**src/design/pi_com_pkg.sv**
```systemverilog
// PET bridge shared types
`default_nettype none

package pi_com_pkg;

    // Full PET bus address, including A16 from the command byte.
    typedef logic [16:0] bus_addr_t;

    // One data byte on the PET bus.
    typedef logic [7:0] bus_data_t;

    // One byte on the SPI link.
    // Command and address bytes travel here too.
    typedef logic [7:0] spi_byte_t;

    // Command code field, bits 5..0 of the command byte.
    typedef logic [5:0] pi_cmd_t;

    // Single byte memory access.
    localparam pi_cmd_t CMD_ACCESS = 6'd0;

    // Sequencer states.
    typedef enum logic [2:0] {
        IDLE,
        READ_CMD,
        READING_ARGS,
        COMPLETING,
        DONE,
        IGNORED
    } com_state_t;

endpackage

`default_nettype wire

```
**src/design/bus_target.sv**
```systemverilog
// PET bus access target
`timescale 1ns/100ps
`default_nettype none

module bus_target import pi_com_pkg::*; #(
    parameter int RAM_ADDR_W = 17
) (
    input  logic                  clk,
    input  logic                  rst_n,
    input  logic                  pi_pending_out,
    input  logic                  pi_rw_b,
    input  bus_addr_t             pi_addr,
    input  bus_data_t             pi_data_out,
    input  bus_data_t             ram_rd_data,
    output logic                  bus_done,
    output bus_data_t             rd_data,
    output logic                  ram_we,
    output logic [RAM_ADDR_W-1:0] ram_addr,
    output bus_data_t             ram_wr_data
);

    logic pend_meta;
    logic pend_sync;
    logic pend_prev;
    logic start;
    logic capture;

    // Two flop synchronizer plus one stage for edge detection.
    always_ff @(posedge clk or negedge rst_n) begin
        if (!rst_n) begin
            pend_meta <= 1'b0;
            pend_sync <= 1'b0;
            pend_prev <= 1'b0;
        end else begin
            pend_meta <= pi_pending_out;
            pend_sync <= pend_meta;
            pend_prev <= pend_sync;
        end
    end

    assign start = pend_sync & ~pend_prev;

    // Request fields settled long before the synchronized edge.
    assign ram_we      = start & ~pi_rw_b;
    assign ram_addr    = pi_addr[RAM_ADDR_W-1:0];
    assign ram_wr_data = pi_data_out;

    // RAM output is valid the cycle after start.
    always_ff @(posedge clk or negedge rst_n) begin
        if (!rst_n) begin
            capture <= 1'b0;
        end else begin
            capture <= start;
        end
    end

    always_ff @(posedge clk) begin
        if (capture && pi_rw_b) begin
            rd_data <= ram_rd_data;
        end
    end

    // Done is held until the request is withdrawn.
    always_ff @(posedge clk or negedge rst_n) begin
        if (!rst_n) begin
            bus_done <= 1'b0;
        end else if (!pend_sync) begin
            bus_done <= 1'b0;
        end else if (capture) begin
            bus_done <= 1'b1;
        end
    end

endmodule

`default_nettype wire

```
**config.mk**
```make
export PLATFORM = sky130hd
export DESIGN_NAME = bus_target
export DESIGN_NICKNAME = d
export VERILOG_FILES = /design/src/design/pi_com_pkg.sv /design/src/design/bus_target.sv
export SDC_FILE = /design/constraint.sdc
export NUM_CORES = 1
export LEC_CHECK = 0
export BUFFER_PORTS_ARGS = -buffer_cell sky130_fd_sc_hd__buf_4
export CAP_MARGIN = 25
export CORE_AREA = 2 2 52 44
export CTS_CLUSTER_SIZE = 30
export DETAILED_ROUTE_END_ITERATION = 10
export DIE_AREA = 0 0 54 46
export PLACE_DENSITY_LB_ADDON = 0.12
export SLEW_MARGIN = 20
export SYNTH_ARGS = -nofsm -noshare
export SYNTH_HDL_FRONTEND = slang
export SYNTH_SLANG_ARGS = --single-unit
```
**constraint.sdc**
```tcl
create_clock -name clk -period 1 [get_ports clk]
set_input_delay 0.1 -clock clk [delete_from_list [all_inputs] [get_ports clk]]
set_output_delay 0.1 -clock clk [all_outputs]
set_load 0.05 [all_outputs]
```
==> results of run 1 <==
[state kept, by name, indices dropped and copies added, names as in the netlist]
name,cells
pend_sync,1
pend_prev,1
capture,1
pend_meta,1
bus_done,1
rd_data,8
[power breakdown]
group          switching, mW  internal, mW
registers             0.0103         0.593
clock network          0.149         0.148
logic                 0.0778        0.0885
total                  0.237         0.829
[synthesized netlist by cell type]
library cell	number	share of area, %
buf_4	25	32
edfxtp_1	8	41
dfrtp_1	5	21
and2_1	1	1.1
nor2b_1	1	1.1
nor3b_2	1	2.1
o21a_1	1	1.3
[how the worst min path moves through the flow]
stage,endpoint,slack [ns],cells past startpoint,start
detailed placement,bus_done,-0.1,1,rst_n
global placement,pend_meta,-0.1,1,rst_n
finish,rd_data[1],0.01,1,ram_rd_data[1]
floorplan,bus_done,-0.20,0,rst_n
CTS,rd_data[4],0.0009,1,ram_rd_data[4]
global route,rd_data[1],0.0001,1,ram_rd_data[1]
[area by class of cell]
cell class                 count  area share [%]
tap                           25           4.092
sequential                    13           47.79
clock buffer                   3           2.946
timing repair buffer          35           39.44
clock inverter                 1          0.6547
multi-input combinational      4           5.074
[routing by layer]
layer / track usage, % / routed length (microns)
met3: 6.250 / 186
met5: 0 / 0
met1: 5.797 / 266
met4: 19.50 / 218
met2: 18.29 / 700
[metrics by stage]
stage	instance area [sq um]	TNS [ns]	cells	setup slack (ns)	util (%)
finish	764.5	-0.1451	81	-0.1451	37.72
global route	764.5	-0.2218	81	-0.2218	37.72
CTS	681.9	-0.1666	72	-0.1666	33.64
detailed placement	613.1	0	64	0.07701	30.25
global placement	613.1	0	64	0.1009	30.25
floorplan	591.8	0	42	0.02744	-
[cell families (layout without fill, tap and decap cells)]
family                 after synthesis  in the layout  synth area share [%]
buffers and inverters               25             39                 32.05
DFF                                 13             13                 62.39
and+or+nand+nor                      3              3                 4.275
AOI/OAI and AO/OA                    1              1                 1.283
[worst register-to-register path, stage by stage (launching register included)]
cell and delay (ns):
dfrtp_1 0.35, and2_1 0.18, buf_12 0.13
[what timing repair did]
item	CTS	global route
buffers inserted	1	3
hold buffers	3	6
resized for setup	1	0
endpoints found under the hold margin	7	6
setup endpoints to repair	1	1
==> impl_metrics.toml, run 1 <==
[worst_setup_path]
critPathBufInv = 1
r2r-start = "capture"
ff2ff_setup_slack_ns = 0.06
crit_required_ns = 0.90
slowest_stage = "dfrtp_1"
worstPathArrival_ns = 1.05
cp_cell_sequence = "nor3b_4, buf_6"
critPathKind = "flop to primary output"
endpoint = "ram_we"
crit_cells = 2
critPathLaunchType = "flop"
startpoint = "pend_prev"
crit_family = "flip-flops"
path_max_fanout = 2
r2r_end = "rd_data[0]"
max_stage_delay_ns = 0.41
endpoint_kind = "primary output"
reg2reg_depth = 2

[grt]
grt_pass1_vias = 333
grt_start_max_net_pins = 9
antenna_found_initial = 0
grt-ovfl-total = 0
grt_pass1_wl_microns = 1718
grtUsageTotal_pct = 11.19

[clocking]
cts_made_buffers = 3
cts_tree = "built"
clock_sinks = 13
clockBufferDepth = 2
clk_latency_ns = 0.26
htreeDepth = 1
clk_pin_slew_ns = 0.07
clockRootBuffer = "clkbuf_4"

[floorplan]
die-area_sq_um = 2484
die_x_microns = 54
fp.coreArea_sq_um = 2027
num_rows = 15
die_y_microns = 46
start_util_pct = 28.89
ios = 72

[timing]
min_period_ns = 1.145
fmax_ghz = 0.8733
tightest_slew_ns = 0.1519
clock_skew_ns = 0.001123
slew-limit-headroom_pct = 89.87
rsz0062_at_grt = "true"
hold_violations = 0
setup_viol = 1
maxSlewViolCount = 0
worst_slack_ns = -0.1451
fin_crit_sh_pct = 114.5
holdWs_ns = 0.01384

[finish]
final_common_cell = "buf_4"
area_growth_pct = 30.56
register_area_sq_um = 365.4
drive_above_1_share_pct = 55.36
multi_input_area_sq_um = 38.79
num-nets-final = 94
num-fill-cells = 200
diodes = 0
final_cell_mix = "buf_4, dlygate4sd3_1, edfxtp_1, dfrtp_1, clkbuf_4"

[outcome]
status = "complete, but fails checks"
violations = "negative setup slack"

[pwr]
p_leak_nw = 0.3334
power_density_nw_per_um2 = 1395
power_mw = 1.066
vdd.ir_drop.worst_mv = 0.7383

[routing]
vias_per_cell = 4.136
wirelength_microns = 1371
wl_per_cell_microns = 16.93
dr_total_vias = 335
ant_nets = 0
drc = 0
drt_iter0_markers = 3
drt_pass1_iterations = 2

[run]
drv_cap = 0

[yosys]
syn_area_sq_um = 585.6
ys_seq_area_share_pct = 62.39
syn_inst = 42
synth_nets = 79
yosys_warnings = 0
yosysUniqueCellTypes = 7
syn_area_per_cell_sq_um = 13.94
synth-seq-cells = 13

[placed_design]
place_congestion = 0.6368
dp_hpwl_microns = 1022
port_buffers = 21

[min_path]
hold_path_class = "input port to flop"
Note: power is estimated with default switching activity, not from simulation.
==> inputs of run 2 (changes only) <==
--- a/config.mk
+++ b/config.mk
@@ -12,6 +12,7 @@
 export DETAILED_ROUTE_END_ITERATION = 10
 export DIE_AREA = 0 0 54 46
 export PLACE_DENSITY_LB_ADDON = 0.12
+export SETUP_SLACK_MARGIN = 0.05
 export SLEW_MARGIN = 20
 export SYNTH_ARGS = -nofsm -noshare
 export SYNTH_HDL_FRONTEND = slang
==> run 2 against run 1 <==
  * The flow still finishes with violations (negative setup slack)
  * Final cell count is the same
  * Wire length grew 0.58%
  * Utilization grew 1.8 points
  * Combinational power grew 5%
  * Non-clock buffer count is the same
  * Total power grew 0.97%
  * Sequential power is essentially flat
  * Via count shrank 0.90%
  * Maximum frequency shrank 0.11%
  * Setup slack lost 0.0013 ns
  * Highest routed layer unchanged
==> impl_metrics.toml, run 2 (synthesis results as in run 1) <==
[run]
drv_cap = 0

[worst_setup_path]
crit_required_ns = 0.90
slowest_stage = "dfrtp_1"
r2r-start = "capture"
ff2ff_setup_slack_ns = 0.10
critPathBufInv = 1
critPathLaunchType = "flop"
critPathKind = "flop to primary output"
crit_family = "flip-flops"
worstPathArrival_ns = 1.05
max_stage_delay_ns = 0.41
r2r_end = "rd_data[0]"
endpoint_kind = "primary output"
path_max_fanout = 2
reg2reg_depth = 2
cp_cell_sequence = "nor3b_4, buf_6"

[grt]
use_met1_pct = 5.383
met2_usage_pct = 18.29
antenna_found_initial = 0
grt_pass1_vias = 333
grt_pass1_wl_microns = 1697
grt-ovfl-total = 0
grtUsageMet3_pct = 6.250
top_usage_layer = "met4"
grt_start_max_net_pins = 9
grtUsageTotal_pct = 11.05

[floorplan]
die_y_microns = 46
die-area_sq_um = 2484
ios = 72
num_rows = 15
start_util_pct = 28.89
fp.coreArea_sq_um = 2027
die_x_microns = 54

[routing]
vias_per_cell = 4.099
wirelength_microns = 1379
drt_pass1_iterations = 2
dr_total_vias = 332
wl_per_cell_microns = 17.02
drt_iter0_markers = 2
ant_nets = 0
drc = 0

[finish]
area_growth_pct = 36.75
post-route-util_pct = 39.51
diodes = 0
num-nets-final = 94
top_register = "rd_data"
largest_reg_flops = 8
final_common_cell = "buf_4"
drive_above_1_share_pct = 57.14
layout.cells.non_filler = 81
final_cell_mix = "buf_4, buf_6, dlygate4sd3_1, edfxtp_1, dfrtp_1"

[clocking]
clockRootBuffer = "clkbuf_4"
clk_pin_slew_ns = 0.07
cts_tree = "built"
cts_made_buffers = 3
clock_sinks = 13
htreeDepth = 1
clockBufferDepth = 2
clk_latency_ns = 0.26

[timing]
clock_skew_ns = 0.0007143
rsz0062_at_grt = "true"
hold_violations = 0
fin_crit_sh_pct = 114.6
slew-limit-headroom_pct = 89.86
tightest_slew_ns = 0.1519
min_period_ns = 1.146
setup_viol = 1
worst_slack_ns = -0.1464
maxSlewViolCount = 0
fmax_ghz = 0.8723

[placed_design]
port_buffers = 21
place_congestion = 0.6368
pre_cts_ws_ns = 0.07701
dp_hpwl_microns = 1022
dp_cells = 64

[outcome]
status = "complete, but fails checks"
violations = "negative setup slack"

[min_path]
hold_path_end = "rd_data[1]"
hold_depth = 1
hold_path_class = "input port to flop"
min_from = "ram_rd_data[1]"

[pwr]
p_leak_nw = 0.3459
vdd.ir_drop.worst_mv = 0.7460
power_density_nw_per_um2 = 1344
==> run 2: cell counts in the layout (fill, tap and decap cells not counted) <==
No cell type changed its count.
==> run 2: area by class of cell <==
class,count,area (sq um)
multi-input cells,4,41.29
well taps,25,31.28
repair buffers,35,335.3
fillers,197,1226
clock buffers,3,22.52
clock inverters,1,5.005
flip-flops and latches,13,365.4
==> run 2: where the power goes <==
| part | leakage, nW | switching, mW | internal (mW) |
|---|---|---|---|
| Sequential | 0.134 | 0.0125 | 0.593 |
| Clock | 0.0177 | 0.148 | 0.148 |
| Combinational | 0.194 | 0.0782 | 0.0967 |
| Total | 0.346 | 0.239 | 0.838 |
==> run 2: how the worst max path moves through the flow <==
stage                     startpoint    endpoint  slack, ns  cells past startpoint
after floorplan            pend_prev      ram_we       0.03                      1
after global placement       capture  rd_data[4]       0.10                      2
after detailed placement     capture  rd_data[3]       0.08                      2
after CTS                  pend_prev      ram_we      -0.17                      2
after global routing       pend_prev      ram_we      -0.22                      2
final                      pend_prev      ram_we      -0.15                      2
==> run 2: timing repair <==
item / in CTS / in global routing
hold buffers: 3 / 6
endpoints found under the setup margin: 13 / 10
hold endpoints to repair: 7 / 6
pin swaps: 0 / 0
gates resized for setup: 6 / 5
buffers inserted: 1 / 3
==> run 2: metrics by stage <==
step	hold WS (ns)	area, sq um	total power [mW]	TNS (ns)
after floorplan	-0.1956	591.8	0.9394	0
after global placement	-0.09916	613.1	0.7381	0
after detailed placement	-0.09677	613.1	0.7406	0
after CTS	0.0008981	699.4	1.059	-0.1666
after global routing	0.0001047	800.8	1.139	-0.2218
final	0.01384	800.8	1.077	-0.1464
==> run 2: per-layer routing <==
metal | up-vias | share of wire (%)
met3 | 32 | 13
met5 | - | 0
li1 | 139 | -
met4 | 0 | 16
met1 | 139 | 20
met2 | 22 | 51
