**src/design/pi_com_pkg.sv**
```systemverilog
// PET bridge shared types
`default_nettype none

package pi_com_pkg;

    // Full PET bus address, including A16 from the command byte.
    typedef logic [16:0] bus_addr_t;

    // One data byte on the PET bus.
    typedef logic [7:0] bus_data_t;

    // One byte on the SPI link.
    // Command and address bytes travel here too.
    typedef logic [7:0] spi_byte_t;

    // Command code field, bits 5..0 of the command byte.
    typedef logic [5:0] pi_cmd_t;

    // Single byte memory access.
    localparam pi_cmd_t CMD_ACCESS = 6'd0;

    // Sequencer states.
    typedef enum logic [2:0] {
        IDLE,
        READ_CMD,
        READING_ARGS,
        COMPLETING,
        DONE,
        IGNORED
    } com_state_t;

endpackage

`default_nettype wire

```
**src/design/spi_buffer.sv**
```systemverilog
// SPI byte buffer
`timescale 1ns/100ps
`default_nettype none

module spi_buffer import pi_com_pkg::*; (
    input  logic       rst_n,
    input  logic       spi_sclk,
    input  logic       spi_cs_n,
    input  logic       spi_rx,
    output logic       spi_tx,
    input  logic [2:0] length,
    input  logic       tx_load,
    input  spi_byte_t  tx_byte,
    output spi_byte_t  rx0,
    output spi_byte_t  rx1,
    output spi_byte_t  rx2,
    output spi_byte_t  rx3,
    output logic       valid
);

    logic [2:0] bit_cnt;
    logic [2:0] byte_cnt;
    logic [6:0] rx_shift;
    spi_byte_t  tx_shift;
    logic       frame_rst_n;

    // Counters restart whenever the host deselects the device.
    assign frame_rst_n = rst_n & ~spi_cs_n;

    always_ff @(posedge spi_sclk or negedge frame_rst_n) begin
        if (!frame_rst_n) begin
            bit_cnt  <= 3'd0;
            byte_cnt <= 3'd0;
        end else begin
            bit_cnt <= bit_cnt + 3'd1;
            // Saturate so that extra bytes do not wrap back to rx0.
            if (bit_cnt == 3'd7 && byte_cnt != 3'd4) begin
                byte_cnt <= byte_cnt + 3'd1;
            end
        end
    end

    // Mode 0 sampling, MSB first.
    always_ff @(posedge spi_sclk) begin
        if (!spi_cs_n) begin
            rx_shift <= {rx_shift[5:0], spi_rx};
            if (bit_cnt == 3'd7) begin
                case (byte_cnt)
                    3'd0:    rx0 <= {rx_shift, spi_rx};
                    3'd1:    rx1 <= {rx_shift, spi_rx};
                    3'd2:    rx2 <= {rx_shift, spi_rx};
                    3'd3:    rx3 <= {rx_shift, spi_rx};
                    default: ;
                endcase
            end
        end
    end

    // A length of zero means the sequencer is not waiting for anything.
    assign valid = (length != 3'd0) && (byte_cnt >= length);

    // Transmit byte is loaded between frames and shifted out during one.
    always_ff @(negedge spi_sclk or negedge rst_n) begin
        if (!rst_n) begin
            tx_shift <= '0;
        end else if (spi_cs_n) begin
            if (tx_load) begin
                tx_shift <= tx_byte;
            end
        end else begin
            tx_shift <= {tx_shift[6:0], 1'b0};
        end
    end

    assign spi_tx = spi_cs_n ? 1'b0 : tx_shift[7];

endmodule

`default_nettype wire

```
**config.mk**
```make
export PLATFORM = sky130hd
export DESIGN_NAME = spi_buffer
export DESIGN_NICKNAME = d
export VERILOG_FILES = /design/src/design/pi_com_pkg.sv /design/src/design/spi_buffer.sv
export SDC_FILE = /design/constraint.sdc
export NUM_CORES = 1
export LEC_CHECK = 0
export ABC_AREA = 0
export BUFFER_PORTS_ARGS = -buffer_cell sky130_fd_sc_hd__buf_2
export CAP_MARGIN = 20
export CELL_PAD_IN_SITES_DETAIL_PLACEMENT = 0
export CELL_PAD_IN_SITES_GLOBAL_PLACEMENT = 2
export CORE_UTILIZATION = 36
export DETAILED_ROUTE_END_ITERATION = 12
export PLACE_DENSITY_LB_ADDON = 0.1
export SYNTH_ARGS = -nofsm -noshare
export SYNTH_HDL_FRONTEND = slang
export SYNTH_SLANG_ARGS = --single-unit
```
**constraint.sdc**
```tcl
create_clock -name spi_sclk -period 2 [get_ports spi_sclk]
set_clock_uncertainty 0.2 [all_clocks]
set_input_delay 0.4 -clock spi_sclk [delete_from_list [all_inputs] [get_ports spi_sclk]]
set_output_delay 0.4 -clock spi_sclk [all_outputs]
set_load 0.02 [all_outputs]
```
==> results of run 1 <==
where the power goes:
group,internal [W],switching [W]
registers,0.00121,0.0000197
logic,0.0000500,0.0000491
clock network,0.000253,0.000357
cells by family after synthesis:
logic type | count (synthesis) | synth area share
compound gates | 13 | 0.0362
xor+xnor | 1 | 0.00445
fa+ha+maj | 10 | 0.0636
buf+inv | 11 | 0.0324
flops | 53 | 0.773
mux | 8 | 0.0407
simple gates | 19 | 0.0496
registers in the layout (all words and copies together), names as in the netlist:
name,count
rx_shift,7
byte_cnt,3
rx1,8
rx2,8
rx0,8
bit_cnt,3
tx_shift,8
rx3,8
final timing paths:
kind                             start     endpoint  slack, ns  depth (start not counted)
max                        tx_shift[7]       spi_tx      -0.56                          2
min in group spi_sclk           spi_rx       rx1[0]       0.13                          1
max reg2reg                byte_cnt[0]       rx0[2]       0.21                          7
min                              rst_n  byte_cnt[1]       0.12                          2
max in group asynchronous        rst_n  tx_shift[1]       0.77                          1
min reg2reg                 bit_cnt[0]   bit_cnt[0]       0.24                          1
cells in the final DEF, fill, tap and decap left out, types with 2 or more instances in the layout:
cell type,count
dfrtn_1,8
inv_1,6
buf_2,46
clkbuf_8,5
nor2_1,8
dfrtp_1,5
ha_1,9
mux2i_1,8
a21oi_1,7
and2_1,3
buf_6,2
buf_12,4
edfxtp_1,39
clkinvlp_4,2
buf_4,9
o21ai_0,3
a21oi_2,2
per-layer routing:
| metal | routed length [um] | vias up | share of wire | track usage |
|---|---|---|---|---|
| li1 | - | 537 | - | - |
| met3 | 182 | 2 | 0.056 | 0.0313 |
| met1 | 1420 | 520 | 0.44 | 0.146 |
| met2 | 1630 | 31 | 0.50 | 0.201 |
| met5 | 0 | - | 0 | 0 |
| met4 | 15 | 0 | 0.0046 | 0.0577 |
final cells by class:
class	count	area share
well taps	70	0.0342
clock buffers	5	0.0269
multi-input cells	51	0.165
repair buffers	61	0.156
inverters	8	0.0132
flip-flops and latches	53	0.595
clock inverters	3	0.00977
stage by stage:
stage / instances / utilization / total power, W / TNS (ns)
after global placement: 239 / 0.462 / 0.00134 / -2.50
after CTS: 250 / 0.492 / 0.00196 / -0.629
final: 251 / 0.495 / 0.00194 / -0.600
after global routing: 251 / 0.495 / 0.00202 / -0.719
after detailed placement: 239 / 0.462 / 0.00135 / -2.68
after floorplan: 115 / - / 0.00132 / -0.964
worst reg2reg max path, stage by stage, from the launching register on:
cell and delay (ns):
dfrtp_1 0.39, inv_2 0.07, buf_4 0.13, buf_4 0.12, buf_4 0.13, ha_1 0.23, and2_1 0.17, buf_12 0.14
what timing repair did:
item,CTS,global route
setup buffers,3,1
hold buffers,0,0
setup endpoints to repair,2,8
resized for setup,9,4
pin swaps,3,1
==> reports/results.txt, run 1 <==
Outcome: finished with violations
Failing checks: setup timing
Hold WS: 0.119 ns
Crit path buf inv count: 1
Worst-path fanout max: 2
Synth top area share: 0.595
Highest-delay cell along the critical path: dfrtn_1
Setup WS pre-CTS: -0.320 ns
Most numerous cell in the Yosys netlist: edfxtp_1
Biggest area consumer among synthesized cells: edfxtp_1
YS warnings: 0
GRT Total Usage: 0.121
CTS Buffer Depth: 2
Mapped Nets: 141
Final Hold Fails: 0
Post-route cell area: 2560 um^2
CTS H-tree depth: 2
Sequential Area: 1520 um^2
Max Transition Viols Final: 0
Die area: 5770 um^2
Area occupied by multi-input gates: 423 um^2
Routed vias: 1,090
Critical Path RT: 1.40 ns
Initial antenna violation count: 0
Slew Limit Headroom: 0.667
CP max stage delay: 0.41 ns
Mean Syn Cell Area: 17.1 um^2
#FFs+latches synth: 53
Critical Path End Type: primary output
Setup-failing EPs final: 2
Max_cap viols: 0
Share of layout cells above drive strength 1: 0.442
TritonCTS clock tree: done
Starting density of the core: 0.381
Die Y: 75.9 um
Post-synth EDFFs: 39
Top cells by count, synth: 39 x edfxtp_1, 10 x ha_1, 9 x a21oi_1
IO Port Bufs: 49
Clock buffer count from CTS: 5
Root cell of the clock tree: clkbuf_8
WL final: 3.25 mm
First-pass GRT wire length: 5.35 mm
Worst Tran Pin Value: 0.499 ns
Ys flop type: edfxtp_1
Grt total ovfl: 0
Static Leakage: 1.07 nW
Post-Syn Area: 1970 um^2
Sequential-to-total area share from yosys stat: 0.773
CTS sink cnt: 53
Vias per cell: 4.34
Largest net degree at the start of global routing: 19
Async S/R FF share, synth: 0.264
Post-Syn Instances: 115
Unrepaired setup endpoints after global routing: yes
Clock Pin Slew Worst Setup and Hold Paths: 0.09 ns
Core box area: 5170 um^2
Post-DP HPWL: 2.34 mm
Row count: 26
Pwr dens: 758 nW/um^2
Area after DPL: 2390 um^2
Worst Hold Class: input pin to async pin
DRC Markers: 0
Final nets: 206
Clk_lat worst skew: 0.30 ns
Final WS setup: -0.564 ns
DR iter-0 viols: 66
Gp weighted congestion: 0.704
Worst VDD drop: 0.300 mV
Pre-antenna DRT Iters: 4
Crit path kind: flip-flop to primary output
Routed Antenna Nets: 0
Drt wl/cell: 12.9 um
Leading post-synthesis cells by cell area: edfxtp_1 60%, dfrtn_1 10%, dfrtp_1 7.6%, ha_1 6.4%, mux2i_1 4.1%
Crit-path cells: nor2b_4 > buf_6
Synth unique cells: 20
Die width: 75.9 um
Inserted Diodes: 0
Vias in the first global route: 1,068
CP Launch Type: flip-flop
Crit path max-delay family: flip-flops
Critical Path AT: 1.96 ns
P&R area growth vs syn: 30.1%
I/O pins: 50
# fillers: 461
(Power assumes the default switching activity.)
==> run 2, diff against run 1 <==
--- a/config.mk
+++ b/config.mk
@@ -6,13 +6,13 @@
 export NUM_CORES = 1
 export LEC_CHECK = 0
 export ABC_AREA = 0
-export BUFFER_PORTS_ARGS = -buffer_cell sky130_fd_sc_hd__buf_2
+export BUFFER_PORTS_ARGS = -buffer_cell sky130_fd_sc_hd__buf_4
 export CAP_MARGIN = 20
 export CELL_PAD_IN_SITES_DETAIL_PLACEMENT = 0
 export CELL_PAD_IN_SITES_GLOBAL_PLACEMENT = 2
 export CORE_UTILIZATION = 36
 export DETAILED_ROUTE_END_ITERATION = 12
-export PLACE_DENSITY_LB_ADDON = 0.1
+export PLACE_DENSITY = 0.74
 export SYNTH_ARGS = -nofsm -noshare
 export SYNTH_HDL_FRONTEND = slang
 export SYNTH_SLANG_ARGS = --single-unit
==> reports/results.txt, run 2 (same netlist as run 1, synthesis figures left out) <==
Highest-delay cell along the critical path: dfrtn_1
Setup-failing EPs final: 2
IO Port Bufs: 49
Final WS setup: -0.553 ns
Worst Tran Pin Value: 0.553 ns
Failing checks: setup timing
Outcome: finished with violations
Initial antenna violation count: 0
Pre-antenna DRT Iters: 4
CTS Buffer Depth: 2
Vias in the first global route: 1,057
Gp weighted congestion: 0.712
Core box area: 5170 um^2
Starting density of the core: 0.381
Critical Path AT: 1.95 ns
Worst Hold Class: input pin to async pin
Row count: 26
Max Transition Viols Final: 0
Clock Pin Slew Worst Setup and Hold Paths: 0.09 ns
Commonest non-fill, non-tap cells in the layout: 56 x buf_4, 39 x edfxtp_1
GRT Total Usage: 0.117
Static Leakage: 1.12 nW
Sequential Area: 1520 um^2
Routed Antenna Nets: 0
CTS H-tree depth: 2
Crit-path cells: nor2b_4 > buf_6
Largest net degree at the start of global routing: 18
CTS sink cnt: 53
Max_cap viols: 0
Die Y: 75.9 um
Post-DP HPWL: 2.37 mm
Die area: 5770 um^2
Worst-path fanout max: 2
Final nets: 205
# fillers: 422
Vias per cell: 4.41
I/O pins: 50
WL final: 3.27 mm
Setup WS pre-CTS: -0.260 ns
Drt wl/cell: 13.1 um
Unrepaired setup endpoints after global routing: yes
Commonest non-fill, non-tap cell in the layout: buf_4
Overall power: 0.00204 W
Critical Path End Type: primary output
DRC Markers: 0
Slew Limit Headroom: 0.631
First-pass GRT wire length: 5.11 mm
Post-cts hold buffer count: 0
Inserted Diodes: 0
DR iter-0 viols: 65
CP max stage delay: 0.41 ns
Pwr dens: 761 nW/um^2
Worst VDD drop: 0.362 mV
Crit path kind: flip-flop to primary output
Clock buffer count from CTS: 5
Final Hold Fails: 0
Critical Path RT: 1.40 ns
Root cell of the clock tree: clkbuf_8
P&R area growth vs syn: 36.3%
Routed vias: 1,103
Clk_lat worst skew: 0.29 ns
Grt total ovfl: 0
Die width: 75.9 um
Share of layout cells above drive strength 1: 0.439
Area occupied by multi-input gates: 435 um^2
TritonCTS clock tree: done
CP Launch Type: flip-flop
[run 2: changes by cell type in the layout (fill, tap and decap cells not counted), sizes merged]
cell	change
clkbuf	+1
inv	-1
clkinvlp	-1
buf	-1
bufinv	+1
[run 2: final timing paths]
path | from | to | slack [ns] | cells past startpoint
max in group asynchronous | rst_n | tx_shift[1] | 0.84 | 1
worst max-delay path | tx_shift[7] | spi_tx | -0.55 | 2
min in group spi_sclk | spi_rx | rx_shift[0] | 0.13 | 1
worst min register to register | bit_cnt[0] | bit_cnt[0] | 0.23 | 1
worst min-delay path | rst_n | bit_cnt[1] | 0.08 | 2
worst max register to register | byte_cnt[0] | rx3[3] | 0.17 | 5
[run 2: timing repair]
item / 4_1_cts / 5_1_grt
setup endpoints to repair: 2 / 2
setup buffers: 4 / 1
resized for setup: 3 / 6
pin swaps: 0 / 3
[run 2: final cells by class]
class,count,share of cell area
inverters,8,0.0126
well taps,70,0.0326
clock inverters,2,0.0145
repair buffers,60,0.183
clock buffers,6,0.0271
flip-flops and latches,53,0.568
multi-input cells,51,0.162
[run 2: metal layers]
metal  share of wire  vias to the layer above  track usage
met2            0.52                       42        0.207
met4          0.0037                        0       0.0346
met5               0                        -            0
met3           0.052                        2       0.0373
met1            0.43                      523        0.135
li1                -                      536            -
[run 2: critical path, delay by kind of cell (launching register included)]
kind	cells	cell delay, ns
buffers and inverters	1	0.12
DFF	1	0.41
and+or+nand+nor	1	0.14
[run 2: per-stage QoR]
| stage | instance area, um^2 | setup TNS, ns | hold slack (ns) | instances | utilization |
|---|---|---|---|---|---|
| 4_1_cts | 2630 | -0.590 | 0.0910 | 249 | 0.508 |
| 3_3_place_gp | 2480 | -1.79 | 0.211 | 237 | 0.480 |
| 2_1_floorplan | 2000 | -0.964 | 0.140 | 115 | - |
| 5_1_grt | 2680 | -0.683 | 0.100 | 250 | 0.519 |
| 6_report | 2680 | -0.562 | 0.0823 | 250 | 0.519 |
| 3_5_place_dp | 2480 | -1.98 | 0.223 | 237 | 0.480 |
[run 2: power by group]
group / total [W] / switching, W / internal, W / leakage [nW]
clock network: 0.000696 / 0.000321 / 0.000376 / 0.0554
registers: 0.00123 / 0.0000195 / 0.00121 / 0.524
logic: 0.000112 / 0.0000514 / 0.0000608 / 0.538
