[src/design/pi_com_pkg.sv]
// PET bridge shared types
`default_nettype none

package pi_com_pkg;

    // Full PET bus address, including A16 from the command byte.
    typedef logic [16:0] bus_addr_t;

    // One data byte on the PET bus.
    typedef logic [7:0] bus_data_t;

    // One byte on the SPI link.
    // Command and address bytes travel here too.
    typedef logic [7:0] spi_byte_t;

    // Command code field, bits 5..0 of the command byte.
    typedef logic [5:0] pi_cmd_t;

    // Single byte memory access.
    localparam pi_cmd_t CMD_ACCESS = 6'd0;

    // Sequencer states.
    typedef enum logic [2:0] {
        IDLE,
        READ_CMD,
        READING_ARGS,
        COMPLETING,
        DONE,
        IGNORED
    } com_state_t;

endpackage

`default_nettype wire

[src/design/pi_com.sv]
// SPI command sequencer
`timescale 1ns/100ps
`default_nettype none

module pi_com import pi_com_pkg::*; (
    input  logic       rst_n,
    input  logic       spi_sclk,
    input  logic       pi_pending_in,
    input  logic       valid,
    input  spi_byte_t  rx0,
    input  spi_byte_t  rx1,
    input  spi_byte_t  rx2,
    input  spi_byte_t  rx3,
    input  logic       pi_done_in,
    input  bus_data_t  rd_data,
    output logic [2:0] length,
    output logic       tx_load,
    output spi_byte_t  tx_byte,
    output bus_addr_t  pi_addr,
    output bus_data_t  pi_data_out,
    output logic       pi_rw_b,
    output logic       pi_pending_out,
    output logic       pi_done_out
);

    localparam logic [2:0] LEN_NONE  = 3'd0;
    localparam logic [2:0] LEN_CMD   = 3'd1;
    localparam logic [2:0] LEN_READ  = 3'd3;
    localparam logic [2:0] LEN_WRITE = 3'd4;

    com_state_t state;
    com_state_t next_state;
    logic       seq_rst_n;
    logic       cmd_rw_b;
    logic       cmd_a16;
    pi_cmd_t    cmd_code;
    logic       enter_completing;
    logic       enter_done;

    // Command byte fields.
    assign cmd_rw_b = rx0[7];
    assign cmd_a16  = rx0[6];
    assign cmd_code = rx0[5:0];

    // Dropping the arm level aborts whatever is in progress.
    assign seq_rst_n = rst_n & pi_pending_in;

    assign enter_completing = (state == READING_ARGS) && (next_state == COMPLETING);
    assign enter_done       = (state == COMPLETING) && (next_state == DONE);

    always_comb begin
        next_state = state;
        case (state)
            IDLE: begin
                if (pi_pending_in) begin
                    next_state = READ_CMD;
                end
            end
            READ_CMD: begin
                if (valid) begin
                    next_state = (cmd_code == CMD_ACCESS) ? READING_ARGS : IGNORED;
                end
            end
            READING_ARGS: begin
                if (valid) begin
                    next_state = COMPLETING;
                end
            end
            COMPLETING: begin
                // Host may clock here as long as it likes.
                if (pi_done_in) begin
                    next_state = DONE;
                end
            end
            DONE:    next_state = DONE;
            IGNORED: next_state = IGNORED;
            default: next_state = IDLE;
        endcase
    end

    // State steps on the falling edge, away from the sampling edge.
    always_ff @(negedge spi_sclk or negedge seq_rst_n) begin
        if (!seq_rst_n) begin
            state          <= IDLE;
            length         <= LEN_NONE;
            pi_pending_out <= 1'b0;
            pi_done_out    <= 1'b0;
        end else begin
            state <= next_state;
            case (next_state)
                IDLE:         length <= LEN_NONE;
                READ_CMD:     length <= LEN_CMD;
                READING_ARGS: length <= cmd_rw_b ? LEN_READ : LEN_WRITE;
                IGNORED:      length <= LEN_NONE;
                default:      ;
            endcase
            if (enter_completing) begin
                pi_pending_out <= 1'b1;
            end
            if (enter_done) begin
                pi_done_out <= 1'b1;
            end
        end
    end

    // Bus request fields, stable before pending reaches the system clock.
    always_ff @(negedge spi_sclk) begin
        if (enter_completing) begin
            pi_addr     <= {cmd_a16, rx1, rx2};
            pi_data_out <= rx3;
        end
    end

    // Read result and direction outlive the arm level.
    always_ff @(negedge spi_sclk or negedge rst_n) begin
        if (!rst_n) begin
            pi_rw_b <= 1'b1;
            tx_byte <= '0;
            tx_load <= 1'b0;
        end else begin
            if (enter_completing) begin
                pi_rw_b <= cmd_rw_b;
            end
            if (enter_done) begin
                tx_load <= 1'b1;
                if (pi_rw_b) begin
                    tx_byte <= rd_data;
                end
            end else if (state == IDLE && next_state == READ_CMD) begin
                // Load window closes once a new transaction starts.
                tx_load <= 1'b0;
            end
        end
    end

endmodule

`default_nettype wire

[config.mk]
export PLATFORM = sky130hd
export DESIGN_NAME = pi_com
export DESIGN_NICKNAME = d
export VERILOG_FILES = /design/src/design/pi_com_pkg.sv /design/src/design/pi_com.sv
export SDC_FILE = /design/constraint.sdc
export NUM_CORES = 1
export LEC_CHECK = 0
export BUFFER_PORTS_ARGS = -buffer_cell sky130_fd_sc_hd__buf_2
export CORE_ASPECT_RATIO = 2
export CORE_MARGIN = 2
export CORE_UTILIZATION = 35
export DETAILED_ROUTE_END_ITERATION = 10
export HOLD_SLACK_MARGIN = 0.15
export PLACE_DENSITY_LB_ADDON = 0.12
export SLEW_MARGIN = 25
export SYNTH_ARGS = -nofsm -noshare
export SYNTH_HDL_FRONTEND = slang
export SYNTH_SLANG_ARGS = --single-unit
export TNS_END_PERCENT = 50
[constraint.sdc]
create_clock -name spi_sclk -period 2.51 [get_ports spi_sclk]
set_input_delay 0.251 -clock spi_sclk [delete_from_list [all_inputs] [get_ports spi_sclk]]
set_output_delay 0.251 -clock spi_sclk [all_outputs]
set_load 0.05 [all_outputs]
==> impl_metrics.json, run 1 <==
{
  "outcome": "finished with violations",
  "violations": "negative setup slack",
  "synthesis.area_sq_um": 1630,
  "fin_setup_tns_ns": -0.0342,
  "crit_path_end_kind": "output pin",
  "worstMarginPinSlew_ns": 0.404,
  "dpl.hpwl_um": 3110,
  "drt_iter0_drc": 15,
  "yosys.area.top_type": "edfxtp_1",
  "syn_avg_cell_area_sq_um": 16.6,
  "crit_required_ns": 2.26,
  "grt_setup_unrepaired": "yes",
  "drv_slew": 0,
  "power.density_nw_per_um2": 731,
  "synth_top_area_frac": 0.461,
  "cp-start-kind": "register",
  "finalHoldViolations": 0,
  "finalSetupViolations": 1,
  "crit_fanout": 2,
  "synth_seq_cells": 43,
  "cp_num_buf_inv": 1,
  "cts_buffer_depth": 2,
  "drv_cap": 0,
  "areaGrowthSynthToFinish_pct": 51.4,
  "core_area_sq_um": 4550,
  "clock_skew_ns": 0.0648,
  "yosys_warnings": 0,
  "critPathKind": "reg -> out",
  "cp.depth": 1,
  "ys_seq_area_frac": 0.738,
  "r2r_slack_ns": 0.91,
  "cp_cell_sequence": "buf_8",
  "cts_tree": "yes",
  "rows": 35,
  "drive_gt1_frac": 0.563,
  "hold_class": "reg -> reg",
  "max_stage_delay_ns": 0.54,
  "clkLatencyLatePin_ns": 0.36,
  "fp.dieH_um": 100,
  "antenna_found_initial": 0,
  "syn_inst": 98,
  "antenna_cells": 0,
  "vdd_drop_max_mv": 0.528,
  "grt_first_pass_wirelength_um": 6100,
  "p_leak_nw": 1.23,
  "worst_slack_ns": -0.0342,
  "synth.area.top_cells": "edfxtp_1 (46%), dfrtn_1 (26%), mux2_2 (6.2%)",
  "worst-r2r-cell-count": 5,
  "drt_pass1_iterations": 3,
  "critPathTopFamily": "flip-flops",
  "dp_slack_ns": -0.157,
  "start_util": 0.358,
  "cts_made_buffers": 5,
  "fin_area_sq_um": 2470,
  "grtUsageTotal": 0.159,
  "die_area_sq_um": 5250,
  "slew_headroom": 0.731,
  "wirelength_um": 3780,
  "nNetsFinal": 266,
  "ys_types": 30,
  "die_x_um": 52.2,
  "syn-num-nets": 143,
  "setup.worst_path.start": "pi_rw_b",
  "place.gp.congestion": 0.812,
  "worst_r2r_endpoint": "length[0]",
  "route.detailed.wl_per_inst_um": 13.7,
  "crit_end": "pi_rw_b",
  "via_per_inst": 4.54,
  "ctsHoldBuffers": 0,
  "grt_pass1_vias": 1408,
  "vias": 1258,
  "arrival_ns": 2.29,
  "critPathSlowestCell": "dfstp_2",
  "io_buffers": 84,
  "fin_total_pwr_mw": 1.80,
  "r2r-start": "state[2]",
  "clk_pin_slew_ns": 0.06,
  "ant_nets": 0,
  "root_buffer": "clkbuf_8",
  "overflow": 0,
  "ioPinCount": 85,
  "drc": 0,
  "grt_start_max_net_pins": 19,
  "clock_sinks": 43,
  "htreeDepth": 2,
  "dpl_cell_area_sq_um": 2190
}
## cell usage after synthesis
cell type	instances
o21ai_0	3
mux2_2	9
and2b_1	1
nor4_2	1
nor2_4	1
a21oi_1	3
or2_2	4
nand2b_1	3
inv_1	4
a31oi_4	1
dfstp_2	1
nand2b_2	1
nand2_2	1
a31o_2	1
and2_1	1
nor3_1	1
a211oi_1	2
nand2_1	4
dfrtn_1	17
and3_1	1
o211ai_1	5
nand2_4	1
or2_4	1
nor3_2	1
buf_6	1
nor2_1	1
and4bb_2	1
edfxtp_1	25
nor4b_1	1
o2111ai_1	1
## what timing repair did
| action | in CTS | in global routing |
|---|---|---|
| setup buffers | 1 | 0 |
| gates cloned | 0 | 0 |
| gates resized for setup | 8 | 4 |
| pin swaps | 0 | 0 |
| setup endpoints to repair | 6 | 5 |
## where the power goes
group          switching [mW]  internal [mW]  total, mW
sequential             0.0296          0.779      0.808
combinational           0.123         0.0852      0.208
clock                   0.331          0.454      0.786
total                   0.484           1.32       1.80
## metal layers
metal	part of all wire	GRT usage
met4	0.020	0.0888
met5	0	0
met1	0.30	0.131
met3	0.073	0.0519
met2	0.61	0.307
## cells by family (layout without fill, tap and decap cells)
| logic type | count (synthesis) | in the layout | share of synthesized area |
|---|---|---|---|
| compound gates | 16 | 16 | 0.0745 |
| buf+inv | 5 | 129 | 0.0161 |
| flops | 43 | 43 | 0.738 |
| mux | 9 | 9 | 0.0622 |
| simple gates | 25 | 25 | 0.109 |
## registers in the layout, indices dropped and copies added (netlist names)
signal	cells
state	3
pi_data_out	8
tx_byte	8
pi_done_out	1
pi_addr	17
pi_rw_b	1
pi_pending_out	1
tx_load	1
length	3
## cell type report
type,instances,area (sq um)
Clock buffer,5,68.8
Multi-Input combinational cell,50,410
Clock inverter,29,166
Sequential cell,43,1200
Fill cell,419,2090
Inverter,3,23.8
Tap cell,55,68.8
Timing Repair Buffer,92,526
## cell usage in the layout, fill, tap and decap left out, drive strengths merged
cell / synthesis / routed
a211oi: 2 / 2
a21oi: 3 / 3
a31o: 1 / 1
a31oi: 1 / 1
and2: 1 / 1
and2b: 1 / 1
and3: 1 / 1
and4bb: 1 / 1
buf: 1 / 88
bufinv: 0 / 2
clkbuf: 0 / 9
dfrtn: 17 / 17
dfstp: 1 / 1
edfxtp: 25 / 25
inv: 4 / 30
mux2: 9 / 9
nand2: 6 / 6
nand2b: 4 / 4
nor2: 2 / 2
nor3: 2 / 2
nor4: 1 / 1
nor4b: 1 / 1
o2111ai: 1 / 1
o211ai: 5 / 5
o21ai: 3 / 3
or2: 5 / 5
## per-stage QoR
stage,std cells,util,hold WS [ns]
6_report,277,0.541,0.420
5_1_grt,277,0.541,0.442
4_1_cts,277,0.539,0.427
3_5_place_dp,243,0.482,0.426
3_3_place_gp,243,0.482,0.408
2_1_floorplan,98,-,0.525
## worst min path at each step
stage	from	to	cells after the start
after floorplan	state[2]	tx_load	3
after global placement	pi_pending_out	pi_pending_out	1
after detailed placement	pi_pending_out	pi_pending_out	1
after CTS	pi_pending_out	pi_pending_out	1
after global routing	pi_pending_out	pi_pending_out	1
final	pi_pending_out	pi_pending_out	1
Power figures use the tool's default switching activity.
==> run 2, diff against run 1 <==
--- a/config.mk
+++ b/config.mk
@@ -8,8 +8,9 @@
 export BUFFER_PORTS_ARGS = -buffer_cell sky130_fd_sc_hd__buf_2
 export CORE_ASPECT_RATIO = 2
 export CORE_MARGIN = 2
-export CORE_UTILIZATION = 35
+export CORE_UTILIZATION = 44
 export DETAILED_ROUTE_END_ITERATION = 10
+export GPL_TIMING_DRIVEN = 0
 export HOLD_SLACK_MARGIN = 0.15
 export PLACE_DENSITY_LB_ADDON = 0.12
 export SLEW_MARGIN = 25
==> impl_metrics.json, run 2 (synthesis results as in run 1) <==
{
  "outcome": "finished with violations",
  "violations": "negative setup slack",
  "drv_cap": 0,
  "io_buffers": 84,
  "hold_class": "reg -> reg",
  "nNetsFinal": 261,
  "wirelength_um": 3580,
  "drv_slew": 0,
  "fin_setup_tns_ns": -0.0681,
  "drc": 0,
  "max_stage_delay_ns": 0.56,
  "worst_slack_ns": -0.0681,
  "htreeDepth": 2,
  "critPathKind": "reg -> out",
  "grt_pass1_vias": 1296,
  "rows": 31,
  "drive_gt1_frac": 0.553,
  "core_area_sq_um": 3570,
  "root_buffer": "clkbuf_8",
  "fin_total_pwr_mw": 1.65,
  "final_cell_mix": "buf_2 (72), inv_1 (28), edfxtp_1 (25)",
  "dpl.hpwl_um": 2690,
  "antenna_found_initial": 0,
  "areaGrowthSynthToFinish_pct": 46.5,
  "grt_first_pass_wirelength_um": 5700,
  "ctsHoldBuffers": 0,
  "layout_commonest_cell": "buf_2",
  "clock_sinks": 43,
  "worstMarginPinSlew_ns": 0.680,
  "drt_pass1_iterations": 4,
  "start_util": 0.457,
  "cts_buffer_depth": 2,
  "antenna_cells": 0,
  "power.density_nw_per_um2": 691,
  "drt_iter0_drc": 5,
  "crit_path_end_kind": "output pin",
  "cts_made_buffers": 5,
  "clk_pin_slew_ns": 0.06,
  "place.gp.congestion": 0.786,
  "ant_nets": 0,
  "fillers": 287,
  "crit_required_ns": 2.26,
  "finalHoldViolations": 0,
  "critPathSlowestCell": "dfstp_2",
  "crit_fanout": 3,
  "top_regs": "pi_addr: 17 flops, pi_data_out: 8 flops, tx_byte: 8 flops",
  "largest_reg_flops": 17,
  "overflow": 0,
  "stdcell_count": 266,
  "slew_headroom": 0.545,
  "cp_cell_sequence": "buf_8",
  "arrival_ns": 2.33,
  "die_x_um": 47.0,
  "clock_skew_ns": 0.0647,
  "top_register": "pi_addr",
  "ioPinCount": 85,
  "grtUsageTotal": 0.191,
  "cp-start-kind": "register",
  "vias": 1252,
  "route.detailed.wl_per_inst_um": 13.4,
  "cp_num_buf_inv": 1,
  "die_area_sq_um": 4230,
  "critPathTopFamily": "flip-flops",
  "finalSetupViolations": 1,
  "via_per_inst": 4.71,
  "vdd_drop_max_mv": 0.530,
  "dpl.cell_count": 231,
  "fp.dieH_um": 90.1,
  "p_leak_nw": 1.18,
  "grt_setup_unrepaired": "yes",
  "grt_start_max_net_pins": 16,
  "cts_tree": "yes",
  "clkLatencyLatePin_ns": 0.36
}
[run 2: cell types whose count changed in the layout (fill, tap and decap cells not counted), sizes merged]
cell and delta:
clkbuf +3, clkinv +1, bufinv -2, nor3 +1, buf -9, inv +1
[run 2: layer usage]
| layer | vias up | wire length, um | GRT usage |
|---|---|---|---|
| met2 | 59 | 2040 | 0.339 |
| met3 | 9 | 239 | 0.0482 |
| met5 | - | 0 | 0 |
| met1 | 579 | 1200 | 0.188 |
| li1 | 605 | - | - |
| met4 | 0 | 97 | 0.0903 |
[run 2: what timing repair did]
item,in CTS,in global routing
endpoints found under the setup margin,32,8
cloned,1,0
pin swaps,1,0
endpoints found under the hold margin,0,0
buffers inserted,0,1
gates resized for setup,8,7
[run 2: cell type report]
class                   count  area (sq um)  area share
inverters                   3          23.8     0.00996
repair buffers             85           465       0.195
well taps                  49          61.3      0.0257
plain buffers               1          11.3     0.00472
flip-flops and latches     43          1200       0.504
clock buffers               5          68.8      0.0288
multi-input cells          51           427       0.179
clock inverters            29           126      0.0530
[run 2: through the flow]
stage | hold WS, ns | setup WS, ns | utilization | instance area [sq um]
after CTS | 0.418 | -0.113 | 0.662 | 2360
after global routing | 0.448 | -0.121 | 0.669 | 2390
after floorplan | 0.525 | -0.167 | - | 1650
final | 0.427 | -0.0681 | 0.669 | 2390
after detailed placement | 0.407 | -0.624 | 0.598 | 2130
after global placement | 0.416 | -0.557 | 0.598 | 2130
[run 2: worst register-to-register path, cell delays in order, from the launching register on]
cell,delay [ns]
dfrtn_1,0.42
nand2b_2,0.31
nor3_4,0.56
mux2_4,0.35
[run 2: power by group]
group / switching, mW / total, mW / internal, mW / leakage, nW
registers: 0.0133 / 0.792 / 0.779 / 0.458
logic: 0.144 / 0.238 / 0.0939 / 0.533
clock network: 0.357 / 0.619 / 0.262 / 0.189
[run 2: final timing paths]
kind                           startpoint              to  slack (ns)  depth (start not counted)
min                        pi_pending_out  pi_pending_out        0.43                          1
max reg2reg                      state[2]         pi_rw_b        0.85                          3
min reg2reg                pi_pending_out  pi_pending_out        0.43                          1
min in group asynchronous           rst_n      tx_byte[1]        0.94                          1
max in group asynchronous           rst_n     pi_done_out        0.89                          2
max                               pi_rw_b         pi_rw_b       -0.07                          1
==> run 3, diff against run 2 <==
--- a/config.mk
+++ b/config.mk
@@ -6,9 +6,11 @@
 export NUM_CORES = 1
 export LEC_CHECK = 0
 export BUFFER_PORTS_ARGS = -buffer_cell sky130_fd_sc_hd__buf_2
+export CELL_PAD_IN_SITES_DETAIL_PLACEMENT = 1
+export CELL_PAD_IN_SITES_GLOBAL_PLACEMENT = 1
 export CORE_ASPECT_RATIO = 2
 export CORE_MARGIN = 2
-export CORE_UTILIZATION = 44
+export CORE_UTILIZATION = 34
 export DETAILED_ROUTE_END_ITERATION = 10
 export GPL_TIMING_DRIVEN = 0
 export HOLD_SLACK_MARGIN = 0.15
==> impl_metrics.json, run 3 (synthesis results as in run 1) <==
{
  "outcome": "finished with violations",
  "violations": "negative setup slack",
  "via_per_inst": 4.72,
  "fin_setup_tns_ns": -0.0567,
  "drt_iter0_drc": 7,
  "use_met1": 0.144,
  "start_util": 0.354,
  "largest_reg_flops": 17,
  "fin_area_sq_um": 2440,
  "slew_headroom": 0.616,
  "clkLatencyLatePin_ns": 0.38,
  "worst_r2r_endpoint": "length[1]",
  "fp.dieH_um": 102,
  "worstMarginPinSlew_ns": 0.568,
  "io_buffers": 84,
  "place.gp.congestion": 0.769,
  "areaGrowthSynthToFinish_pct": 49.7,
  "cp_cell_sequence": "buf_8",
  "fin_util": 0.530,
  "fin_total_pwr_mw": 1.67,
  "drv_slew": 0,
  "holdPathStages": 1,
  "p_leak_nw": 1.20,
  "grt_pass1_vias": 1474,
  "clock_skew_ns": 0.0799,
  "crit_fanout": 2,
  "power.share.clock": 0.387,
  "grt_setup_unrepaired": "yes",
  "hold_class": "reg -> reg",
  "critPathTopFamily": "flip-flops",
  "r2r-start": "state[2]",
  "clock_sinks": 43,
  "htreeDepth": 2,
  "layout_commonest_cell": "buf_2",
  "die_area_sq_um": 5390,
  "finalSetupViolations": 1,
  "grtUsageTotal": 0.162,
  "cp_num_buf_inv": 1,
  "power.internal_mw": 1.14,
  "drv_cap": 0,
  "crit_path_end_kind": "output pin",
  "drt_pass1_iterations": 3,
  "comb_power_share": 0.141,
  "overflow": 0,
  "ant_nets": 0,
  "grt-busiest-layer": "met2",
  "ctsHoldBuffers": 0,
  "antenna_cells": 0,
  "die_x_um": 52.9,
  "worst_slack_ns": -0.0567,
  "arrival_ns": 2.32,
  "critPathKind": "reg -> out",
  "antenna_found_initial": 0,
  "clk_pin_slew_ns": 0.06,
  "vdd_drop_max_mv": 0.495,
  "min_from": "pi_pending_out",
  "worst-r2r-cell-count": 4,
  "crit_required_ns": 2.26,
  "use_met2": 0.305,
  "cts_made_buffers": 5,
  "vias": 1299,
  "rows": 35,
  "swShare": 0.319,
  "drive_gt1_frac": 0.559,
  "wirelength_um": 3920,
  "whs_endpoint": "pi_pending_out",
  "grt_first_pass_wirelength_um": 6390,
  "ioPinCount": 85,
  "cp-start-kind": "register",
  "power.density_nw_per_um2": 687,
  "top_register": "pi_addr",
  "root_buffer": "clkbuf_8",
  "critPathSlowestCell": "dfstp_2",
  "r2r_slack_ns": 0.98,
  "finalHoldViolations": 0,
  "final_cell_mix": "buf_2 (69), inv_1 (28), edfxtp_1 (25)",
  "p_seq_frac": 0.472,
  "met3_usage": 0.0570,
  "top_regs": "pi_addr: 17 flops, pi_data_out: 8 flops, tx_byte: 8 flops",
  "grt_start_max_net_pins": 16,
  "switchingPower_mw": 0.535,
  "setup.worst_path.start": "pi_rw_b",
  "cts_buffer_depth": 2,
  "cts_tree": "yes",
  "nNetsFinal": 264,
  "dpl.hpwl_um": 3150,
  "route.detailed.wl_per_inst_um": 14.2,
  "drc": 0,
  "core_area_sq_um": 4600,
  "max_stage_delay_ns": 0.55,
  "dpl_cell_area_sq_um": 2160
}
## run 3: metrics by stage
stage / hold WS, ns / worst slack (ns) / cells
finish: 0.412 / -0.0567 / 275
global route: 0.413 / -0.104 / 275
CTS: 0.412 / -0.0743 / 275
detailed placement: 0.409 / -0.396 / 238
global placement: 0.414 / -0.617 / 237
floorplan: 0.525 / -0.167 / 98
## run 3: how the worst max path moves through the flow
stage	end	slack, ns	cells after the start
2_1_floorplan	pi_rw_b	-0.17	3
4_1_cts	pi_rw_b	-0.07	1
3_3_place_gp	pi_rw_b	-0.62	4
5_1_grt	pi_rw_b	-0.10	1
6_report	pi_rw_b	-0.06	1
3_5_place_dp	pi_addr[16]	-0.40	4
## run 3: routing by layer
layer,part of all wire,wire length [um]
met1,0.30,1160
met2,0.59,2320
met3,0.092,359
met4,0.018,69
met5,0,0
## run 3: repair_timing
item / 4_1_cts / 5_1_grt
resized for setup: 9 / 9
setup endpoints to repair: 19 / 12
pin swaps: 1 / 1
setup buffers: 4 / 0
## run 3: cell type report
type	instances	area (sq um)
Multi-Input combinational cell	50	419
Fill cell	520	2160
Clock buffer	5	68.8
Inverter	3	23.8
Timing Repair Buffer	89	510
Buffer	1	11.3
Tap cell	55	68.8
Clock inverter	29	134
Sequential cell	43	1200
## run 3: power by group through the flow
| stage | Combinational [mW] | Sequential [mW] | Clock [mW] |
|---|---|---|---|
| global route | 0.259 | 0.792 | 0.742 |
| detailed placement | 0.225 | 0.802 | 0.0646 |
| CTS | 0.237 | 0.791 | 0.687 |
| floorplan | 0.0925 | 0.856 | 0.0646 |
| global placement | 0.219 | 0.801 | 0.0646 |
| finish | 0.236 | 0.791 | 0.647 |
